## config.mk

```make
export PLATFORM = sky130hd
export DESIGN_NAME = cache_tag_store
export DESIGN_NICKNAME = d
export VERILOG_FILES = /design/src/verilog/cache_pkg.sv /design/src/verilog/cache_tag_store.sv
export SDC_FILE = /design/constraint.sdc
export NUM_CORES = 1
export LEC_CHECK = 0
export BUFFER_PORTS_ARGS = -buffer_cell sky130_fd_sc_hd__buf_2
export CORE_MARGIN = 8
export CORE_UTILIZATION = 60
export CTS_BUF_LIST = sky130_fd_sc_hd__clkbuf_2
export CTS_CLUSTER_SIZE = 24
export DETAILED_ROUTE_END_ITERATION = 6
export PLACE_DENSITY = 0.81
export SLEW_MARGIN = 5
export SYNTH_ARGS = -nofsm -noshare
export SYNTH_HDL_FRONTEND = slang
export SYNTH_SLANG_ARGS = --single-unit
export TNS_END_PERCENT = 5
```

## constraint.sdc

```tcl
create_clock -name clk -period 11.1 [get_ports clk]
set_clock_uncertainty 0.05 [all_clocks]
set_input_delay 2.775 -clock clk [delete_from_list [all_inputs] [get_ports clk]]
set_output_delay 2.775 -clock clk [all_outputs]
set_load 0.02 [all_outputs]
```

## src/verilog/cache_pkg.sv

```systemverilog
package cache_pkg;

   // front-end word and backend lanes
   localparam int data_w  = 32;
   localparam int n_bytes = data_w / 8;

   // 14-bit word address covers 64 KB
   localparam int waddr_w = 14;

   // direct-mapped geometry
   localparam int offset_w   = 2;
   localparam int line_words = 1 << offset_w;
   localparam int index_w    = 4;
   localparam int n_lines    = 1 << index_w;
   localparam int tag_w      = waddr_w - index_w - offset_w;

   // control register map
   localparam int axil_addr_w = 4;

   localparam logic [axil_addr_w-1:0] reg_ctrl   = 4'h0;
   localparam logic [axil_addr_w-1:0] reg_hits   = 4'h4;
   localparam logic [axil_addr_w-1:0] reg_misses = 4'h8;

   localparam int ctrl_inv_bit = 0;

   // cache controller states
   localparam int state_w = 3;

   localparam logic [state_w-1:0] st_idle    = 3'd0;
   localparam logic [state_w-1:0] st_lookup  = 3'd1;
   localparam logic [state_w-1:0] st_fill    = 3'd2;
   localparam logic [state_w-1:0] st_write   = 3'd3;
   localparam logic [state_w-1:0] st_respond = 3'd4;

   // word address, flat for the RAM or split for the lookup
   typedef union packed {
      logic [waddr_w-1:0] flat;
      struct packed {
         logic [tag_w-1:0]    tag;
         logic [index_w-1:0]  index;
         logic [offset_w-1:0] offset;
      } f;
   } cache_addr_t;

endpackage

```

## src/verilog/cache_tag_store.sv

```systemverilog
`timescale 1ns/1ps

module cache_tag_store (
   input  logic                   clk,
   input  logic                   rst_n,
   input  logic                   inv,
   input  logic                   fill_en,
   input  cache_pkg::cache_addr_t lookup_addr,
   input  cache_pkg::cache_addr_t fill_addr,
   output logic                   hit
);

   logic [cache_pkg::n_lines-1:0] valid;
   logic [cache_pkg::tag_w-1:0]   tags [cache_pkg::n_lines];
   logic [cache_pkg::tag_w-1:0]   line_tag;
   logic                          line_valid;

   // valid bits, bulk clear wins over a fill
   always_ff @(posedge clk) begin
      if (!rst_n) begin
         valid <= '0;
      end else if (inv) begin
         valid <= '0;
      end else if (fill_en) begin
         valid[fill_addr.f.index] <= 1'b1;
      end
   end

   // tag array only matters once valid is set
   always_ff @(posedge clk) begin
      if (fill_en) begin
         tags[fill_addr.f.index] <= fill_addr.f.tag;
      end
   end

   always_comb begin
      line_valid = valid[lookup_addr.f.index];
      line_tag   = tags[lookup_addr.f.index];
   end

   assign hit = line_valid && (line_tag == lookup_addr.f.tag);

endmodule

```

==> summary.md <==
| Metric | Value |
|---|---|
| Top achievable clock speed | `0.117 GHz` |
| Placed Cells incl. Taps | `405` |
| Synthesized instance count | `273` |
| Final clock period utilization by the worst path | `76.9%` |
| Global routing usage summed across all routing layers | `18.5%` |
| Lkg Pwr | `2.00 nW` |
| Time the final worst path needs with I/O delays and setup | `8.54 ns` |
| Run status | `finished, violations left` |
| Fraction of final layout cells with drive strength greater than 1 | `31.3%` |
| Starting density of the core | `61.6%` |
| CP Class | `input port to output pin` |
| Endpoint kind of the worst setup timing path | `output pin` |
| P&R area growth vs syn | `8.43%` |
| CTS root buffer | `sky130_fd_sc_hd__clkbuf_2` |
| Net count after synthesis | `305` |
| Initial DRC Count | `231` |
| PostCTS Resize Cnt | `0` |
| Post-CTS Hold Fix Bufs | `0` |
| Post-synth design cell area | `5670 µm²` |
| Fin Setup TNS | `0 ns` |
| DR DRC count | `6` |
| CTS H-tree lvls | `4` |
| Critical path fanouts, max | `30` |
| Chip width | `113 µm` |
| Clock buffer count from CTS | `17` |
| Number of maximum-capacitance constraint violations | `0` |
| Max-slew violations | `0` |
| Count of buffers added by post-CTS timing repair for setup | `0` |
| Placement row count | `35` |
| Num Clock Sinks | `144` |
| Required @ worst endpoint | `8.28 ns` |
| CP Data Arrival Time | `5.71 ns` |
| Height of the die | `113 µm` |
| Number of distinct standard cells referenced by the synthesized netlist | `28` |
| Mapped Avg Cell Area | `20.8 µm²` |
| Number of register bits inferred by synthesis | `144` |
| Placeable core region | `9200 µm²` |
| First drt pass iteration count | `7` |
| Post-DP HPWL | `6.73 mm` |
| Total number of vias | `2833` |
| Largest net degree at the start of global routing | `31` |
| Flop2flop setup slack | `10.42 ns` |
| Clock input transition at the sequential cells of the worst setup and hold paths | `0.17 ns` |
| Floorplan die area | `12800 µm²` |
| Avg Vias per Cell | `6.47` |
| Worst setup slack after layout | `2.56 ns` |
| Warnings, synthesis | `0` |
| Setup repair after global routing missed its margin | `false` |
| Gp weighted congestion | `0.756` |
| Max-slew headroom at the worst pin | `20.0%` |
| Number of buffer cells added on primary ports | `28` |
| HP Class | `register to register` |
| TritonCTS clock tree | `built` |
| Share of the yosys chip area belonging to registers | `73.5%` |
| Number of endpoints with negative hold slack in the final report | `0` |
| Grt ovf | `0` |
| Failing checks | `design-rule violations` |
| Average routed wire per standard cell | `25.4 µm` |
| Sort of element at the start of the critical path | `input port` |
| Number of setup violations in the final report | `0` |
| Antenna violations before repair | `1` |
| Source-to-sink clock delay at the later pin of the worst-skew pair | `0.63 ns` |
| Wire length of the first global-routing pass | `16.9 mm` |
| Post-Layout Cell Count | `438` |
| Power per unit of standard cell area | `153 nW/µm²` |
| Total routed wirelength | `11.1 mm` |
| # nets final | `345` |
| Peak ir drop on the vdd network | `0.0930 mV` |
| Post-placement worst setup slack | `2.46 ns` |
| Via count of the first global-routing pass | `2956` |
| Least-Margin Pin Slew | `1.20 ns` |
| Clock buffer depth | `2` |
| Share of the core filled with cells in the final layout | `66.8%` |
| Remaining antenna violation count | `0` |
| I/O pins | `33` |
-- worst max-delay path, stage by stage --
cell and delay (ns):
sky130_fd_sc_hd__buf_2 0.77, sky130_fd_sc_hd__mux4_2 0.61, sky130_fd_sc_hd__mux2i_1 0.27, sky130_fd_sc_hd__xnor2_1 0.14, sky130_fd_sc_hd__or4_4 0.53, sky130_fd_sc_hd__a2111oi_4 0.35, sky130_fd_sc_hd__buf_2 0.22
-- metrics by stage --
stage | cell area [µm²] | total power [mW] | hold WS [ns]
3_5_place_dp | 5920 | 0.676 | 0.402
2_1_floorplan | 5670 | 0.653 | 0.385
4_1_cts | 6140 | 0.944 | 0.442
5_1_grt | 6140 | 0.974 | 0.449
3_3_place_gp | 5920 | 0.673 | 0.393
6_report | 6140 | 0.939 | 0.440
-- placed cells by master, fill, tap and decap left out, types with 6 or more instances in the layout --
cell type	count
sky130_fd_sc_hd__nor2_1	13
sky130_fd_sc_hd__mux2i_1	10
sky130_fd_sc_hd__nor3_1	6
sky130_fd_sc_hd__buf_2	28
sky130_fd_sc_hd__dfxtp_1	16
sky130_fd_sc_hd__edfxtp_1	128
sky130_fd_sc_hd__clkbuf_2	20
sky130_fd_sc_hd__o21a_1	16
sky130_fd_sc_hd__mux4_2	36
sky130_fd_sc_hd__xnor2_1	10
-- kinds of logic (layout without fill, tap and decap cells) --
| kind of cell | after synthesis | count (layout) | share of synthesized area, % |
|---|---|---|---|
| compound gates | 22 | 22 | 3.18 |
| xor+xnor | 15 | 15 | 2.32 |
| buf+inv | 12 | 65 | 1.06 |
| flops | 144 | 144 | 73.5 |
| mux | 49 | 49 | 17.2 |
| other cells | 0 | 1 | 0 |
| simple gates | 31 | 31 | 2.76 |
-- routing by layer --
layer  part of all wire (%)  GRT usage [%]  vias to the layer above  routed length [µm]
met5                      0              0                        -                   0
met4                    1.8           6.75                        0                 203
met3                    6.7           5.48                       20                 751
met2                     49           28.6                      143                5510
met1                     42           24.6                     1466                4670
li1                       -              -                     1204                   -
-- state kept, by name, summed over array words and instances (netlist names) --
signal	cells
tags	128
valid	16
-- cell type report --
cell class	count	area, µm²
diodes	1	2.50
clock buffers	20	100
well taps	111	139
repair buffers	33	178
fillers	599	3050
multi-input cells	117	1440
flip-flops and latches	144	4160
clock inverters	12	119
-- synthesized netlist by cell type, drive strengths merged --
| library cell | count | area, µm² |
|---|---|---|
| clkbuf | 5 | 18.8 |
| edfxtp | 128 | 3840 |
| nor2b | 2 | 12.5 |
| nand3b | 2 | 15.0 |
| mux2 | 1 | 11.3 |
| mux4 | 38 | 863 |
| dfxtp | 16 | 320 |
| nand3 | 2 | 10.0 |
| mux2i | 10 | 100 |
| nor2 | 13 | 48.8 |
| nand2b | 2 | 12.5 |
| buf | 7 | 41.3 |
| o2111ai | 1 | 8.76 |
| a211oi | 1 | 7.51 |
| a21oi | 2 | 10.0 |
| a2111oi | 1 | 27.5 |
| or3b | 1 | 8.76 |
| xor2 | 5 | 43.8 |
| nand2 | 2 | 7.51 |
| o21a | 16 | 120 |
| xnor2 | 10 | 87.6 |
| nor3 | 6 | 30.0 |
| or4 | 1 | 11.3 |
| a31oi | 1 | 6.26 |
-- path summary, 6_finish.rpt --
check / startpoint / end / cells after the start
hold reg to reg: valid[15]$_SDFFE_PP0P_ / valid[15]$_SDFFE_PP0P_ / 1
setup / recovery: lookup_addr[2] / hit / 7
hold / removal: valid[15]$_SDFFE_PP0P_ / valid[15]$_SDFFE_PP0P_ / 1
setup reg to reg: valid[2]$_SDFFE_PP0P_ / valid[2]$_SDFFE_PP0P_ / 1
-- power by group --
part	internal, mW	leakage, nW	switching [mW]
clock network	0.103	0.136	0.173
logic	0.0271	0.582	0.0353
registers	0.599	1.29	0.00237
No activity file was read; power rests on OpenSTA's default activity.
