### config.mk
export PLATFORM = sky130hd
export DESIGN_NAME = cache_ctrl_regs
export DESIGN_NICKNAME = d
export VERILOG_FILES = /design/src/verilog/cache_pkg.sv /design/src/verilog/cache_ctrl_regs.sv
export SDC_FILE = /design/constraint.sdc
export NUM_CORES = 1
export LEC_CHECK = 0
export BUFFER_PORTS_ARGS = -buffer_cell sky130_fd_sc_hd__buf_2
export CAP_MARGIN = 10
export CORE_AREA = 5 5 116 118
export CTS_BUF_LIST = sky130_fd_sc_hd__clkbuf_8
export CTS_CLUSTER_DIAMETER = 200
export CTS_CLUSTER_SIZE = 14
export DETAILED_ROUTE_END_ITERATION = 8
export DIE_AREA = 0 0 121 123
export HOLD_SLACK_MARGIN = 0.02
export PLACE_DENSITY = 0.57
export SLEW_MARGIN = 10
export SYNTH_ARGS = -nofsm -noshare
export SYNTH_HDL_FRONTEND = slang
export SYNTH_SLANG_ARGS = --single-unit
export TNS_END_PERCENT = 50
### constraint.sdc
create_clock -name clk -period 2.5 [get_ports clk]
set_input_delay 0.25 -clock clk [delete_from_list [all_inputs] [get_ports clk]]
set_output_delay 0.25 -clock clk [all_outputs]
set_load 0.01 [all_outputs]
### src/verilog/cache_pkg.sv
package cache_pkg;

   // front-end word and backend lanes
   localparam int data_w  = 32;
   localparam int n_bytes = data_w / 8;

   // 14-bit word address covers 64 KB
   localparam int waddr_w = 14;

   // direct-mapped geometry
   localparam int offset_w   = 2;
   localparam int line_words = 1 << offset_w;
   localparam int index_w    = 4;
   localparam int n_lines    = 1 << index_w;
   localparam int tag_w      = waddr_w - index_w - offset_w;

   // control register map
   localparam int axil_addr_w = 4;

   localparam logic [axil_addr_w-1:0] reg_ctrl   = 4'h0;
   localparam logic [axil_addr_w-1:0] reg_hits   = 4'h4;
   localparam logic [axil_addr_w-1:0] reg_misses = 4'h8;

   localparam int ctrl_inv_bit = 0;

   // cache controller states
   localparam int state_w = 3;

   localparam logic [state_w-1:0] st_idle    = 3'd0;
   localparam logic [state_w-1:0] st_lookup  = 3'd1;
   localparam logic [state_w-1:0] st_fill    = 3'd2;
   localparam logic [state_w-1:0] st_write   = 3'd3;
   localparam logic [state_w-1:0] st_respond = 3'd4;

   // word address, flat for the RAM or split for the lookup
   typedef union packed {
      logic [waddr_w-1:0] flat;
      struct packed {
         logic [tag_w-1:0]    tag;
         logic [index_w-1:0]  index;
         logic [offset_w-1:0] offset;
      } f;
   } cache_addr_t;

endpackage

### src/verilog/cache_ctrl_regs.sv
`timescale 1ns/1ps

module cache_ctrl_regs (
   input  logic                                  clk,
   input  logic                                  rst_n,
   input  logic                                  read_hit,
   input  logic                                  read_miss,
   input  logic [cache_pkg::axil_addr_w-1:0]     awaddr,
   input  logic                                  awvalid,
   output logic                                  awready,
   input  logic [cache_pkg::data_w-1:0]          wdata,
   input  logic [cache_pkg::n_bytes-1:0]         wstrb,
   input  logic                                  wvalid,
   output logic                                  wready,
   output logic [1:0]                            bresp,
   output logic                                  bvalid,
   input  logic                                  bready,
   input  logic [cache_pkg::axil_addr_w-1:0]     araddr,
   input  logic                                  arvalid,
   output logic                                  arready,
   output logic [cache_pkg::data_w-1:0]          rdata,
   output logic [1:0]                            rresp,
   output logic                                  rvalid,
   input  logic                                  rready,
   output logic                                  inv_req
);

   logic [cache_pkg::data_w-1:0] hit_cnt;
   logic [cache_pkg::data_w-1:0] miss_cnt;
   logic [cache_pkg::data_w-1:0] rd_word;
   logic                         wr_fire;
   logic                         rd_fire;
   logic                         clr_hits;
   logic                         clr_misses;

   assign wr_fire    = awready && awvalid && wready && wvalid;
   assign rd_fire    = arready && arvalid;
   assign clr_hits   = wr_fire && (awaddr == cache_pkg::reg_hits);
   assign clr_misses = wr_fire && (awaddr == cache_pkg::reg_misses);

   // every response is OKAY
   assign bresp = 2'b00;
   assign rresp = 2'b00;

   // write channel: AW and W taken together, one pulse of ready
   always_ff @(posedge clk) begin
      if (!rst_n) begin
         awready <= 1'b0;
         wready  <= 1'b0;
         bvalid  <= 1'b0;
         inv_req <= 1'b0;
      end else begin
         awready <= !awready && awvalid && wvalid && !bvalid;
         wready  <= !awready && awvalid && wvalid && !bvalid;
         if (wr_fire) begin
            bvalid <= 1'b1;
         end else if (bready) begin
            bvalid <= 1'b0;
         end
         // ctrl bit 0 is a command, never stored
         inv_req <= wr_fire && (awaddr == cache_pkg::reg_ctrl) &&
                    wstrb[0] && wdata[cache_pkg::ctrl_inv_bit];
      end
   end

   // read channel: no new address while R is outstanding
   always_ff @(posedge clk) begin
      if (!rst_n) begin
         arready <= 1'b0;
         rvalid  <= 1'b0;
      end else begin
         arready <= !arready && arvalid && !rvalid;
         if (rd_fire) begin
            rvalid <= 1'b1;
         end else if (rready) begin
            rvalid <= 1'b0;
         end
      end
   end

   always_comb begin
      case (araddr)
         cache_pkg::reg_ctrl:   rd_word = '0;
         cache_pkg::reg_hits:   rd_word = hit_cnt;
         cache_pkg::reg_misses: rd_word = miss_cnt;
         default:               rd_word = '0;
      endcase
   end

   always_ff @(posedge clk) begin
      if (rd_fire) begin
         rdata <= rd_word;
      end
   end

   // saturating counters, a write clears and beats the increment
   always_ff @(posedge clk) begin
      if (!rst_n) begin
         hit_cnt  <= '0;
         miss_cnt <= '0;
      end else begin
         if (clr_hits) begin
            hit_cnt <= '0;
         end else if (read_hit && (hit_cnt != '1)) begin
            hit_cnt <= hit_cnt + 1'b1;
         end
         if (clr_misses) begin
            miss_cnt <= '0;
         end else if (read_miss && (miss_cnt != '1)) begin
            miss_cnt <= miss_cnt + 1'b1;
         end
      end
   end

endmodule

==> flow_summary.json <==
{
  "fmax_mhz": 446,
  "regArea_mm2": 0.00234,
  "required_ps": 2810,
  "synth_cell_types": 53,
  "first_pass_iters": 4,
  "pre_cts_slack_ps": 278,
  "min_period_over_period_pct": 89.7,
  "p_per_area_mw_per_mm2": 540,
  "grtUsageMet3_pct": 3.34,
  "ys.flop_type": "dfxtp_1",
  "seq_power_share_pct": 57.5,
  "fillers": 1216,
  "dp_hpwl_um": 8870,
  "num_vias": 4128,
  "worst_pin_slew_ps": 647,
  "clk_pin_slew_ps": 100,
  "hp-class": "input pin to flip-flop",
  "rr_worst_depth": 5,
  "drc": 0,
  "p_comb_share_pct": 4.0,
  "avgRoutedWirePerCell_um": 17.0,
  "synth_top_area_share_pct": 28.6,
  "p_leak_nw": 1.93,
  "min_period_ps": 2240,
  "setup_tns_ps": 0,
  "grt_usage_pct": 17.1,
  "critPathCaptureType": "flip-flop",
  "synthArstFlopShare_pct": 0,
  "diodes": 0,
  "regToRegEndpoint": "miss_cnt[9]$_SDFFE_PP0P_",
  "routed_via_density": 5.70,
  "synthTopCellsByArea": "dfxtp_1, edfxtp_1, a22o_1, a21oi_1, nand4_1",
  "drive_above_1_share_pct": 17.0,
  "cap_violations": 0,
  "insertion_delay_ps": 370,
  "synth_area_mm2": 0.00483,
  "p_sw_share_pct": 22.7,
  "gp_congestion": 0.843,
  "grt_pass1_wl_um": 20100,
  "start_util_pct": 39.1,
  "postSynthAreaPerCell_um2": 9.75,
  "ir_drop_mv": 0.218,
  "rows": 41,
  "slew_violations": 0,
  "ctsResizeCount": 0,
  "fin_skew_ps": 8.92,
  "overflow": 0,
  "initialDrtViolationCount": 297,
  "synth_area_leader_cell": "dfxtp_1",
  "gr-usage-met1_pct": 21.5,
  "clk_path_buf_depth": 2,
  "grt_max_degree": 33,
  "hold_viol": 0,
  "yosys_warnings": 0,
  "post-cts-setup-buffer-count": 0,
  "netlist_instances": 495,
  "die_y_um": 123,
  "ioPinCount": 95,
  "worst-r2r-setup-slack_ps": 260,
  "die_w_um": 121,
  "final_nets": 602,
  "power_switching_mw": 0.676,
  "utilization_pct": 44.6,
  "path_class": "flip-flop to flip-flop",
  "cts-htree-levels": 3,
  "multi_input_area_mm2": 0.00235,
  "rsz0062_at_grt": "no",
  "arrival_ps": 2550,
  "core-area_mm2": 0.0124,
  "hold_buffers": 0,
  "max-slew-margin-rel_pct": 56.9,
  "synth-edff-count": 32,
  "grt_pass1_vias": 3916,
  "internal_power_mw": 2.30,
  "timing.hold.ws_ps": 128,
  "busiest_layer": "met2",
  "place_area_mm2": 0.00531,
  "synth_seq_area_share_pct": 48.5,
  "met2_usage_pct": 29.3,
  "pwr-share-clk_pct": 38.4,
  "cts_root_buf": "clkbuf_8",
  "worstPathMaxFanout": 7,
  "clock_sinks": 101,
  "status": "finished, final reports clean",
  "setup_violations": 0,
  "drt_wl_total_um": 12300,
  "area.growth.synth_to_final_pct": 14.3,
  "start_kind": "flip-flop",
  "hold_depth": 3,
  "cts_buffers": 9,
  "die-area_mm2": 0.0149,
  "antenna_found_initial": 0,
  "min_to": "inv_req$_SDFF_PN0_",
  "worst_slack_ps": 258,
  "reg2reg_from": "miss_cnt[27]$_SDFFE_PP0P_",
  "cts_tree": "yes",
  "final_antenna_net_count": 0,
  "final_area_mm2": 0.00552,
  "ys_seq_elements": 101,
  "min_from": "wstrb[0]",
  "io_buffers": 56
}
==> worst max-delay path, stage by stage, from the launching register on <==
cell and delay [ps]:
dfxtp_1 470, nand4_1 220, or4_1 710, nor3_1 460
o21ai_0 180, a21oi_1 130
==> Yosys cell counts (2+ instances only) <==
| cell type | instances |
|---|---|
| dfxtp_1 | 69 |
| nand4_2 | 2 |
| xnor2_1 | 6 |
| o21ai_1 | 3 |
| nand2_1 | 36 |
| edfxtp_1 | 32 |
| clkbuf_1 | 16 |
| or3_1 | 27 |
| buf_2 | 4 |
| mux2i_1 | 5 |
| a22o_1 | 32 |
| a31oi_1 | 3 |
| nor4_1 | 4 |
| o41a_1 | 3 |
| ha_1 | 2 |
| o21ai_0 | 30 |
| nor2_1 | 25 |
| nand4b_1 | 2 |
| nor3_1 | 4 |
| nand4_1 | 27 |
| o211ai_1 | 9 |
| a21boi_0 | 2 |
| xor2_1 | 6 |
| nor4b_1 | 2 |
| o31ai_1 | 8 |
| and2_1 | 6 |
| buf_4 | 7 |
| a21oi_1 | 35 |
| nand3_1 | 17 |
| and3_1 | 5 |
| and4_1 | 10 |
| nand2b_1 | 6 |
| or4_1 | 17 |
| o21a_1 | 2 |
| or2_2 | 4 |
| inv_1 | 10 |
==> layout make-up <==
cell class | instances | area share [%]
clock inverter | 7 | 1.61
multi-input combinational | 360 | 42.6
tap | 172 | 3.90
inverter | 10 | 0.680
timing repair buffer | 65 | 6.53
sequential | 101 | 42.4
clock buffer | 9 | 2.24
==> per-stage QoR <==
stage          cells  power, mW
2_1_floorplan    498       1.82
3_3_place_gp     708       1.87
3_5_place_dp     708       1.87
4_1_cts          724       3.01
5_1_grt          724       3.09
6_report         724       2.98
==> worst max-delay path by stage <==
stage	start	end	slack [ps]	depth (start not counted)
final	miss_cnt[27]$_SDFFE_PP0P_	miss_cnt[9]$_SDFFE_PP0P_	260	5
after global routing	miss_cnt[27]$_SDFFE_PP0P_	miss_cnt[9]$_SDFFE_PP0P_	70	5
after CTS	miss_cnt[29]$_SDFFE_PP0P_	miss_cnt[20]$_SDFFE_PP0P_	250	5
after detailed placement	miss_cnt[29]$_SDFFE_PP0P_	miss_cnt[20]$_SDFFE_PP0P_	280	5
after global placement	miss_cnt[0]$_SDFFE_PP0P_	miss_cnt[28]$_SDFFE_PP0P_	350	6
after floorplan	miss_cnt[16]$_SDFFE_PP0P_	miss_cnt[31]$_SDFFE_PP0P_	640	6
==> metal layers <==
layer	vias up	share of wire, %
li1	2006	-
met1	1997	45
met2	113	48
met3	12	5.4
met4	0	1.5
met5	-	0
==> placed cells by master, fill, tap and decap left out, types with 4 or more instances in the layout <==
cell,count
o21ai_0,30
edfxtp_1,32
and3_1,5
buf_2,56
or2_2,4
clkbuf_8,9
a22o_1,32
o211ai_1,9
nand4_1,27
nor2_1,25
nor3_1,4
xnor2_1,6
mux2i_1,5
inv_1,11
a21oi_1,35
conb_1,4
nor4_1,4
nand3_1,17
o31ai_1,8
and2_1,6
buf_4,8
nand2_1,36
or3_1,27
dfxtp_1,69
or4_1,17
xor2_1,6
and4_1,10
nand2b_1,6
==> kinds of logic after synthesis <==
logic type | share of synthesized area (%)
AO/OA/AOI/OAI | 19.8
XOR/XNOR | 2.18
adder cells (fa/ha/maj) | 0.518
buffers and inverters | 3.52
flip-flops | 48.5
multiplexers | 1.04
other | 0.0777
AND/OR/NAND/NOR | 24.4
==> registers in the layout, summed over array words and instances (netlist names) <==
| signal | count |
|---|---|
| hit_cnt | 32 |
| miss_cnt | 32 |
| rdata | 32 |
| arready | 1 |
| bvalid | 1 |
| inv_req | 1 |
| rvalid | 1 |
| wready | 1 |
==> power by group through the flow <==
stage | Clock (mW) | Sequential [mW] | Combinational, mW
final | 1.14 | 1.71 | 0.120
after detailed placement | 0 | 1.75 | 0.121
after global routing | 1.24 | 1.72 | 0.134
after CTS | 1.17 | 1.71 | 0.121
after floorplan | 0 | 1.75 | 0.0658
after global placement | 0 | 1.75 | 0.118
Note: power is estimated with default switching activity, not from simulation.
