--- src/verilog/cache_pkg.sv ---
package cache_pkg;

   // front-end word and backend lanes
   localparam int data_w  = 32;
   localparam int n_bytes = data_w / 8;

   // 14-bit word address covers 64 KB
   localparam int waddr_w = 14;

   // direct-mapped geometry
   localparam int offset_w   = 2;
   localparam int line_words = 1 << offset_w;
   localparam int index_w    = 4;
   localparam int n_lines    = 1 << index_w;
   localparam int tag_w      = waddr_w - index_w - offset_w;

   // control register map
   localparam int axil_addr_w = 4;

   localparam logic [axil_addr_w-1:0] reg_ctrl   = 4'h0;
   localparam logic [axil_addr_w-1:0] reg_hits   = 4'h4;
   localparam logic [axil_addr_w-1:0] reg_misses = 4'h8;

   localparam int ctrl_inv_bit = 0;

   // cache controller states
   localparam int state_w = 3;

   localparam logic [state_w-1:0] st_idle    = 3'd0;
   localparam logic [state_w-1:0] st_lookup  = 3'd1;
   localparam logic [state_w-1:0] st_fill    = 3'd2;
   localparam logic [state_w-1:0] st_write   = 3'd3;
   localparam logic [state_w-1:0] st_respond = 3'd4;

   // word address, flat for the RAM or split for the lookup
   typedef union packed {
      logic [waddr_w-1:0] flat;
      struct packed {
         logic [tag_w-1:0]    tag;
         logic [index_w-1:0]  index;
         logic [offset_w-1:0] offset;
      } f;
   } cache_addr_t;

endpackage

--- src/verilog/cache_core.sv ---
`timescale 1ns/1ps

module cache_core (
   input  logic                               clk,
   input  logic                               rst_n,
   input  logic                               req,
   input  cache_pkg::cache_addr_t             addr,
   input  logic [cache_pkg::data_w-1:0]       wdata,
   input  logic [cache_pkg::n_bytes-1:0]      wstrb,
   output logic [cache_pkg::data_w-1:0]       rdata,
   output logic                               ack,
   output logic                               mem_req,
   output logic [cache_pkg::waddr_w-1:0]      mem_addr,
   output logic [cache_pkg::data_w-1:0]       mem_wdata,
   output logic [cache_pkg::n_bytes-1:0]      mem_wstrb,
   input  logic [cache_pkg::data_w-1:0]       mem_rdata,
   input  logic                               mem_ack,
   output cache_pkg::cache_addr_t             lookup_addr,
   input  logic                               hit,
   output logic                               fill_en,
   output cache_pkg::cache_addr_t             fill_addr,
   input  logic                               inv_req,
   output logic                               inv,
   output logic                               read_hit,
   output logic                               read_miss
);

   localparam int word_sel_w = cache_pkg::index_w + cache_pkg::offset_w;

   logic [cache_pkg::state_w-1:0]  state;
   logic [cache_pkg::offset_w-1:0] fill_cnt;
   logic                           inv_pend;
   logic                           is_write;
   logic                           last_word;

   cache_pkg::cache_addr_t         addr_q;
   cache_pkg::cache_addr_t         fetch_addr;
   logic [cache_pkg::data_w-1:0]   wdata_q;
   logic [cache_pkg::n_bytes-1:0]  wstrb_q;
   logic [word_sel_w-1:0]          req_word;
   logic [word_sel_w-1:0]          fill_word;

   logic [cache_pkg::data_w-1:0]   data_mem [cache_pkg::n_lines * cache_pkg::line_words];

   assign is_write  = |wstrb_q;
   assign last_word = (fill_cnt == cache_pkg::offset_w'(cache_pkg::line_words - 1));
   assign req_word  = {addr_q.f.index, addr_q.f.offset};
   assign fill_word = {addr_q.f.index, fill_cnt};

   // line fill walks the offsets of the requested line
   always_comb begin
      fetch_addr          = addr_q;
      fetch_addr.f.offset = fill_cnt;
   end

   assign lookup_addr = addr_q;
   assign fill_addr   = addr_q;
   assign fill_en     = (state == cache_pkg::st_fill) && mem_ack && last_word;

   assign mem_addr  = is_write ? addr_q.flat : fetch_addr.flat;
   assign mem_wdata = wdata_q;
   assign mem_wstrb = wstrb_q;

   // invalidate only when nothing is in flight
   assign inv = (state == cache_pkg::st_idle) && inv_pend;

   assign read_hit  = (state == cache_pkg::st_lookup) && !is_write && hit;
   assign read_miss = (state == cache_pkg::st_respond);

   assign ack = read_hit || read_miss ||
                ((state == cache_pkg::st_write) && mem_ack);

   // the whole line is in the array by the time respond is reached
   assign rdata = data_mem[req_word];

   always_ff @(posedge clk) begin
      if (!rst_n) begin
         state    <= cache_pkg::st_idle;
         mem_req  <= 1'b0;
         fill_cnt <= '0;
         inv_pend <= 1'b0;
      end else begin
         inv_pend <= (inv_pend && !inv) || inv_req;
         mem_req  <= 1'b0;
         case (state)
            cache_pkg::st_idle: begin
               if (req) begin
                  state <= cache_pkg::st_lookup;
               end
            end
            cache_pkg::st_lookup: begin
               if (is_write) begin
                  mem_req <= 1'b1;
                  state   <= cache_pkg::st_write;
               end else if (hit) begin
                  state <= cache_pkg::st_idle;
               end else begin
                  mem_req  <= 1'b1;
                  fill_cnt <= '0;
                  state    <= cache_pkg::st_fill;
               end
            end
            cache_pkg::st_fill: begin
               if (mem_ack) begin
                  if (last_word) begin
                     state <= cache_pkg::st_respond;
                  end else begin
                     fill_cnt <= fill_cnt + 1'b1;
                     mem_req  <= 1'b1;
                  end
               end
            end
            cache_pkg::st_write: begin
               if (mem_ack) begin
                  state <= cache_pkg::st_idle;
               end
            end
            default: begin
               state <= cache_pkg::st_idle;
            end
         endcase
      end
   end

   // request capture and data array
   always_ff @(posedge clk) begin
      if ((state == cache_pkg::st_idle) && req) begin
         addr_q  <= addr;
         wdata_q <= wdata;
         wstrb_q <= wstrb;
      end
      // write hit merges into the cached copy
      if ((state == cache_pkg::st_lookup) && is_write && hit) begin
         for (int b = 0; b < cache_pkg::n_bytes; b++) begin
            if (wstrb_q[b]) begin
               data_mem[req_word][8*b +: 8] <= wdata_q[8*b +: 8];
            end
         end
      end
      if ((state == cache_pkg::st_fill) && mem_ack) begin
         data_mem[fill_word] <= mem_rdata;
      end
   end

endmodule

--- config.mk ---
export PLATFORM = sky130hd
export DESIGN_NAME = cache_core
export DESIGN_NICKNAME = d
export VERILOG_FILES = /design/src/verilog/cache_pkg.sv /design/src/verilog/cache_core.sv
export SDC_FILE = /design/constraint.sdc
export NUM_CORES = 2
export LEC_CHECK = 0
export BUFFER_PORTS_ARGS = -buffer_cell sky130_fd_sc_hd__buf_4
export CORE_MARGIN = 2
export CORE_UTILIZATION = 70
export CTS_BUF_LIST = sky130_fd_sc_hd__clkbuf_4
export CTS_CLUSTER_DIAMETER = 200
export DETAILED_ROUTE_END_ITERATION = 12
export GPL_TIMING_DRIVEN = 0
export PLACE_DENSITY = 0.95
export SYNTH_ARGS = -nofsm -noshare
export SYNTH_HDL_FRONTEND = slang
export SYNTH_SLANG_ARGS = --single-unit
export TNS_END_PERCENT = 5
--- constraint.sdc ---
create_clock -name clk -period 6.55 [get_ports clk]
set_input_delay 0 -clock clk [delete_from_list [all_inputs] [get_ports clk]]
set_output_delay 0 -clock clk [all_outputs]
set_load 0.01 [all_outputs]
==> metrics.md, run 1 <==
| Metric | Value |
|---|---|
| Mapped cell area | `approximately 0.08 sq mm` |
| Synth top area cells | `edfxtp_1, mux4_2, nor2_1` |
| H-tree levels | `5` |
| Remaining global-route overflow | `144` |
| Post-CTS setup buffers | `0` |
| Post-DP HPWL | `about 180 mm` |
| Post-synthesis sequential area ratio | `0.772` |
| Cts bufs inserted | `between 400 and 500` |
| GPL Wtd Cong | `slightly above 1` |
| Die width | `roughly 350 microns` |
| Distinct cells, synth | `55` |
| Largest family of logic cells by synthesized area | `multiplexers` |
| Mux share of post-synthesis cell area | `0.150` |
| XOR/XNOR Fraction of Synth Area | `0` |
| Root Buffer | `clkbuf_4` |
| Post_cts resized | `0` |
| Post-synth EDFFs | `approximately 2,100` |
| I/O pin count | `204` |
| Largest net degree at the start of global routing | `65` |
| Synth Register Bits | `~2,100` |
| Max Buffers Root-to-Sink | `4` |
| Leading area contributor after synthesis | `edfxtp_1` |
| Syn nets | `3,976` |
| Synth Area in Compound Gates | `0.0227` |
| Status | `stopped before the end` |
| Initial Utilization | `0.706` |
| Stage reached | `global routing (5_1_grt)` |
| Async SR Flop Fraction | `0` |
| Post-synthesis instance total | `between 3,000 and 4,000` |
| Post-synthesis simple-gate area fraction | `0.0354` |
| Placement Cell Area | `~0.085 sq mm` |
| GRT worst endpoint | `rdata[22]` |
| Number of synthesis warnings | `0` |
| Synthesized area per cell | `roughly 21 sq um` |
| Worst_ep kind | `top-level output` |
| GRT Total Usage | `0.762` |
| Post-synth top area share | `0.769` |
| Top FF cell, synth | `edfxtp_1` |
| Sink Count | `between 2,000 and 2,500` |
| Tool error | `[ERROR GRT-0232] Routing congestion too high. Check the congestion heatmap in the GUI.` |
| Rows | `approximately 130` |
| PortBufs | `about 200` |
| Die Y | `approximately 350 microns` |
| Fraction of the mapped netlist area in adder cells | `0.000153` |
==> metal layers <==
layer,GRT usage,overflow
met1,0.713,8
met5,0.538,2
met2,0.883,74
met3,0.719,4
met4,0.727,56
==> cell usage after synthesis, drive strengths merged (3+ instances only) <==
master and number:
edfxtp 2098, mux4 491, nor2 303, buf 171, nand2 120, clkbuf 84
nand3 70, mux2 66, o22ai 57, a22oi 53, mux2i 52, nand4 42
o221ai 41, a21oi 35, nor2b 23, o21ai 22, a211oi 21, nand2b 20
and3 19, dfxtp 13, and2 12, nor3 9, a31oi 7, nor4 6
a221o 5, a311oi 5, o22a 5, or2 5, a21o 4, or3 4
or3b 3
==> metrics by stage <==
stage          utilization  setup WS (ps)  hold slack, ps  cells
2_1_floorplan            -           3630            98.9   3887
3_3_place_gp         0.735           2040             178   5614
3_5_place_dp         0.736           2190             180   5616
4_1_cts              0.803            588            37.1   6643
==> what timing repair did <==
action | CTS
hold endpoints to repair | 2161
hold buffers | 196
setup endpoints to repair | 0
==> logic make-up after synthesis <==
| group | after synthesis |
|---|---|
| buf+inv | 256 |
| compound gates | 266 |
| flops | 2111 |
| mux | 609 |
| fa+ha+maj | 1 |
| simple gates | 644 |
==> run 2, diff against run 1 <==
--- a/config.mk
+++ b/config.mk
@@ -7,12 +7,10 @@
 export LEC_CHECK = 0
 export BUFFER_PORTS_ARGS = -buffer_cell sky130_fd_sc_hd__buf_4
 export CORE_MARGIN = 2
-export CORE_UTILIZATION = 70
-export CTS_BUF_LIST = sky130_fd_sc_hd__clkbuf_4
-export CTS_CLUSTER_DIAMETER = 200
+export CORE_UTILIZATION = 40
 export DETAILED_ROUTE_END_ITERATION = 12
 export GPL_TIMING_DRIVEN = 0
-export PLACE_DENSITY = 0.95
+export PLACE_DENSITY_LB_ADDON = 0.15
 export SYNTH_ARGS = -nofsm -noshare
 export SYNTH_HDL_FRONTEND = slang
 export SYNTH_SLANG_ARGS = --single-unit
==> metrics.md, run 2 <==
| Metric | Value |
|---|---|
| Status | `finished, violations left (was stopped before the end)` |
| Failing checks | `max-capacitance violations, max-slew violations` |
| Hold buffers post-CTS | `110 (was 196)` |
| Leak | `approximately 30 nW` |
| Max-Cap Viols | `7` |
| Distinct cells, synth | `55 (unchanged)` |
| Post-CTS setup buffers | `0 (unchanged)` |
| Global-route wire length before repair | `approximately 380 mm` |
| GRT Total Usage | `0.274` |
| Slowest-stage cell, CP | `dfxtp_1` |
| Req. time, crit path | `between 6000 and 7000 ps` |
| Post-synth EDFFs | `2,098 (unchanged)` |
| Final slew viol count | `a little under 80` |
| Synth Register Bits | `2,111 (unchanged)` |
| # fillers | `17,100` |
| Startpoint Class | `flip-flop` |
| Max Buffers Root-to-Sink | `3 (was 4)` |
| Final min period | `5940 ps` |
| Mapped cell area | `0.0819 sq mm (unchanged)` |
| H-tree levels | `4 (was 5)` |
| Setup WS post-layout | `roughly 610 ps` |
| Most common cell after layout, fill and taps aside | `edfxtp_1` |
| Slowest stage delay, CP | `about 970 ps` |
| Initial antenna violation count | `26` |
| Share of cells above drive strength 1 | `0.273` |
| Post-DP HPWL | `193 mm (was 185 mm)` |
| Die width | `456 microns (was 346 microns)` |
| Cts bufs inserted | `214 (was 480)` |
| Comb power frac | `0.182` |
| Post-synthesis sequential area ratio | `0.772 (unchanged)` |
| DIE AREA | `approximately 0.21 sq mm` |
| Worst Setup End Kind | `output port` |
| Max Freq | `around 170 MHz` |
| Synth cell count leaders | `edfxtp_1, mux4_2, nor2_1 (unchanged)` |
| DR vias/cell | `around 6.2` |
| Later-pin clock latency in the skew report | `880 ps` |
| Clock share of power | `0.361` |
| Multi-input gate area | `between 0.015 and 0.02 sq mm` |
| Initial Utilization | `0.401 (was 0.706)` |
| CP Max Fanout | `10` |
| Pre-CTS setup slack | `1670 ps (was 2190 ps)` |
| Setup violations, final | `0` |
| Hold Crit Depth | `2` |
| CTS tree | `done` |
| Number of synthesis warnings | `0 (unchanged)` |
| Clk slew on worst S/H paths | `~60 ps` |
| Vias | `45,000` |
| Final hold slack | `roughly 33 ps` |
| Tcrit/Tclk final | `0.907` |
| Hold Vio Cnt, Final | `0` |
| Vias in the first global route | `between 40,000 and 50,000` |
| Synthesized area per cell | `21.1 sq um (unchanged)` |
| PortBufs | `203 (unchanged)` |
| Setup_tns | `0 ps` |
| Post-route ant nets | `0` |
| Drt first pass iters | `6` |
| WL/cell | `39.6 microns` |
| Root Buffer | `clkbuf_16 (was clkbuf_4)` |
| Post-synthesis instance total | `3,887 (unchanged)` |
| Remaining global-route overflow | `0` |
| Syn nets | `3,976 (unchanged)` |
| Seq pwr share | `0.457` |
| I/O pin count | `204 (unchanged)` |
| Sequential cell area | `between 0.06 and 0.07 sq mm` |
| Arrival time worst endpoint | `roughly 5900 ps` |
| Syn-to-layout area delta | `16.0%` |
| Worst Clk Skew | `about 32 ps` |
| Post_cts resized | `0 (unchanged)` |
| Fin nets | `4,511` |
| Most common cell in the netlist | `edfxtp_1 (unchanged)` |
| Number of flip-flops in the largest register | `2,048` |
| Initial DRC count | `6,862` |
| Top FF cell, synth | `edfxtp_1 (unchanged)` |
| Pin slew with the least headroom to its limit | `~1600 ps` |
| Remaining DRCs | `0` |
| Crit path kind | `reg2out` |
| Synth top area cells | `edfxtp_1, mux4_2, nor2_1 (unchanged)` |
| Core Area | `0.204 sq mm` |
| RSZ-0062 raised after global routing | `no` |
| Die Y | `456 microns (was 346 microns)` |
| CP Cell Sequence | `buf_6, buf_2, buf_2, nand2_1, o22ai_1, a21oi_1, a311oi_1, nor4_1, buf_2, buf_4` |
| Placement Cell Area | `0.0869 sq mm (was 0.0854 sq mm)` |
| WL final | `between 200 and 300 mm` |
| Most common cell on crit path | `buf_2` |
| Reg2Reg Depth | `6` |
| Async SR Flop Fraction | `0 (unchanged)` |
| Commonest cells after routing, fill and taps aside | `edfxtp_1, mux4_2, nor2_1, buf_4, clkbuf_16` |
| Internal power | `~24 mW` |
| Peak supply drop | `0.000243 V` |
| Biggest register | `data_mem` |
| Total power | `roughly 34 mW` |
| Leading area contributor after synthesis | `edfxtp_1 (unchanged)` |
| Switch Pwr | `between 9 and 10 mW` |
| Switch share | `0.288` |
| Finished Cell Area | `~0.095 sq mm` |
| Rows | `166 (was 125)` |
| GPL Wtd Cong | `0.919 (was 1.01)` |
| Largest net degree at the start of global routing | `65` |
| Hold Path Class | `in2reg` |
| Slew margin rel. | `-0.0702` |
| Cell Pwr Density | `between 300 and 400 mW/mm^2` |
| Post-synth top area share | `0.769 (unchanged)` |
| Sink Count | `2,111 (unchanged)` |
==> run 2: worst max-delay path, delay by kind of cell, from the launching register on <==
family / cells / cell delay, ps
buffers and inverters: 5 / 1740
AOI/OAI and AO/OA: 3 / 1330
DFF: 1 / 970
and+or+nand+nor: 2 / 970
==> run 2: layer usage <==
metal	wire length, microns	global-route usage
met2	132000	0.418
met3	28000	0.0610
met1	115000	0.383
met4	13800	0.116
met5	27	0
==> run 2: power groups by stage <==
stage          clock (mW)  combinational, mW  sequential (mW)
2_1_floorplan           0               2.83             15.7
3_3_place_gp            0               5.95             15.8
3_5_place_dp            0               6.00             15.8
4_1_cts              12.3               6.06             15.5
5_1_grt              12.8               6.23             15.5
6_report             12.2               6.17             15.5
==> run 2: cell type report <==
class / count / area share
clock inverter: 135 / 0.0122
sequential: 2111 / 0.666
buffer: 255 / 0.0165
tap: 2688 / 0.0354
multi-input combinational: 1520 / 0.181
antenna: 8 / 0.000211
timing repair buffer: 319 / 0.0289
inverter: 1 / 0.0000395
clock buffer: 267 / 0.0602
==> run 2: logic make-up after synthesis <==
kind of cell | Yosys count | synth area share
multiplexers | 609 | 0.150
AND/OR/NAND/NOR | 644 | 0.0354
AO/OA/AOI/OAI | 266 | 0.0227
buffers and inverters | 256 | 0.0189
flip-flops | 2111 | 0.772
adder cells (fa/ha/maj) | 1 | 0.000153
==> run 2: per-stage QoR <==
step,utilization,instances
2_1_floorplan,-,3887
3_3_place_gp,0.425,6778
3_5_place_dp,0.426,6783
4_1_cts,0.465,7295
5_1_grt,0.465,7298
6_report,0.465,7304
==> run 2: worst paths after layout <==
| path | end | slack (ps) | from |
|---|---|---|---|
| min reg2reg | fill_cnt[1] | 590 | fill_cnt[1] |
| max | rdata[9] | 610 | flip-flop |
| max reg2reg | data_mem[23][9] | 1990 | state[0] |
| min | data_mem[7][18] | 30 | mem_rdata[18] |
Note: power is estimated with default switching activity, not from simulation.
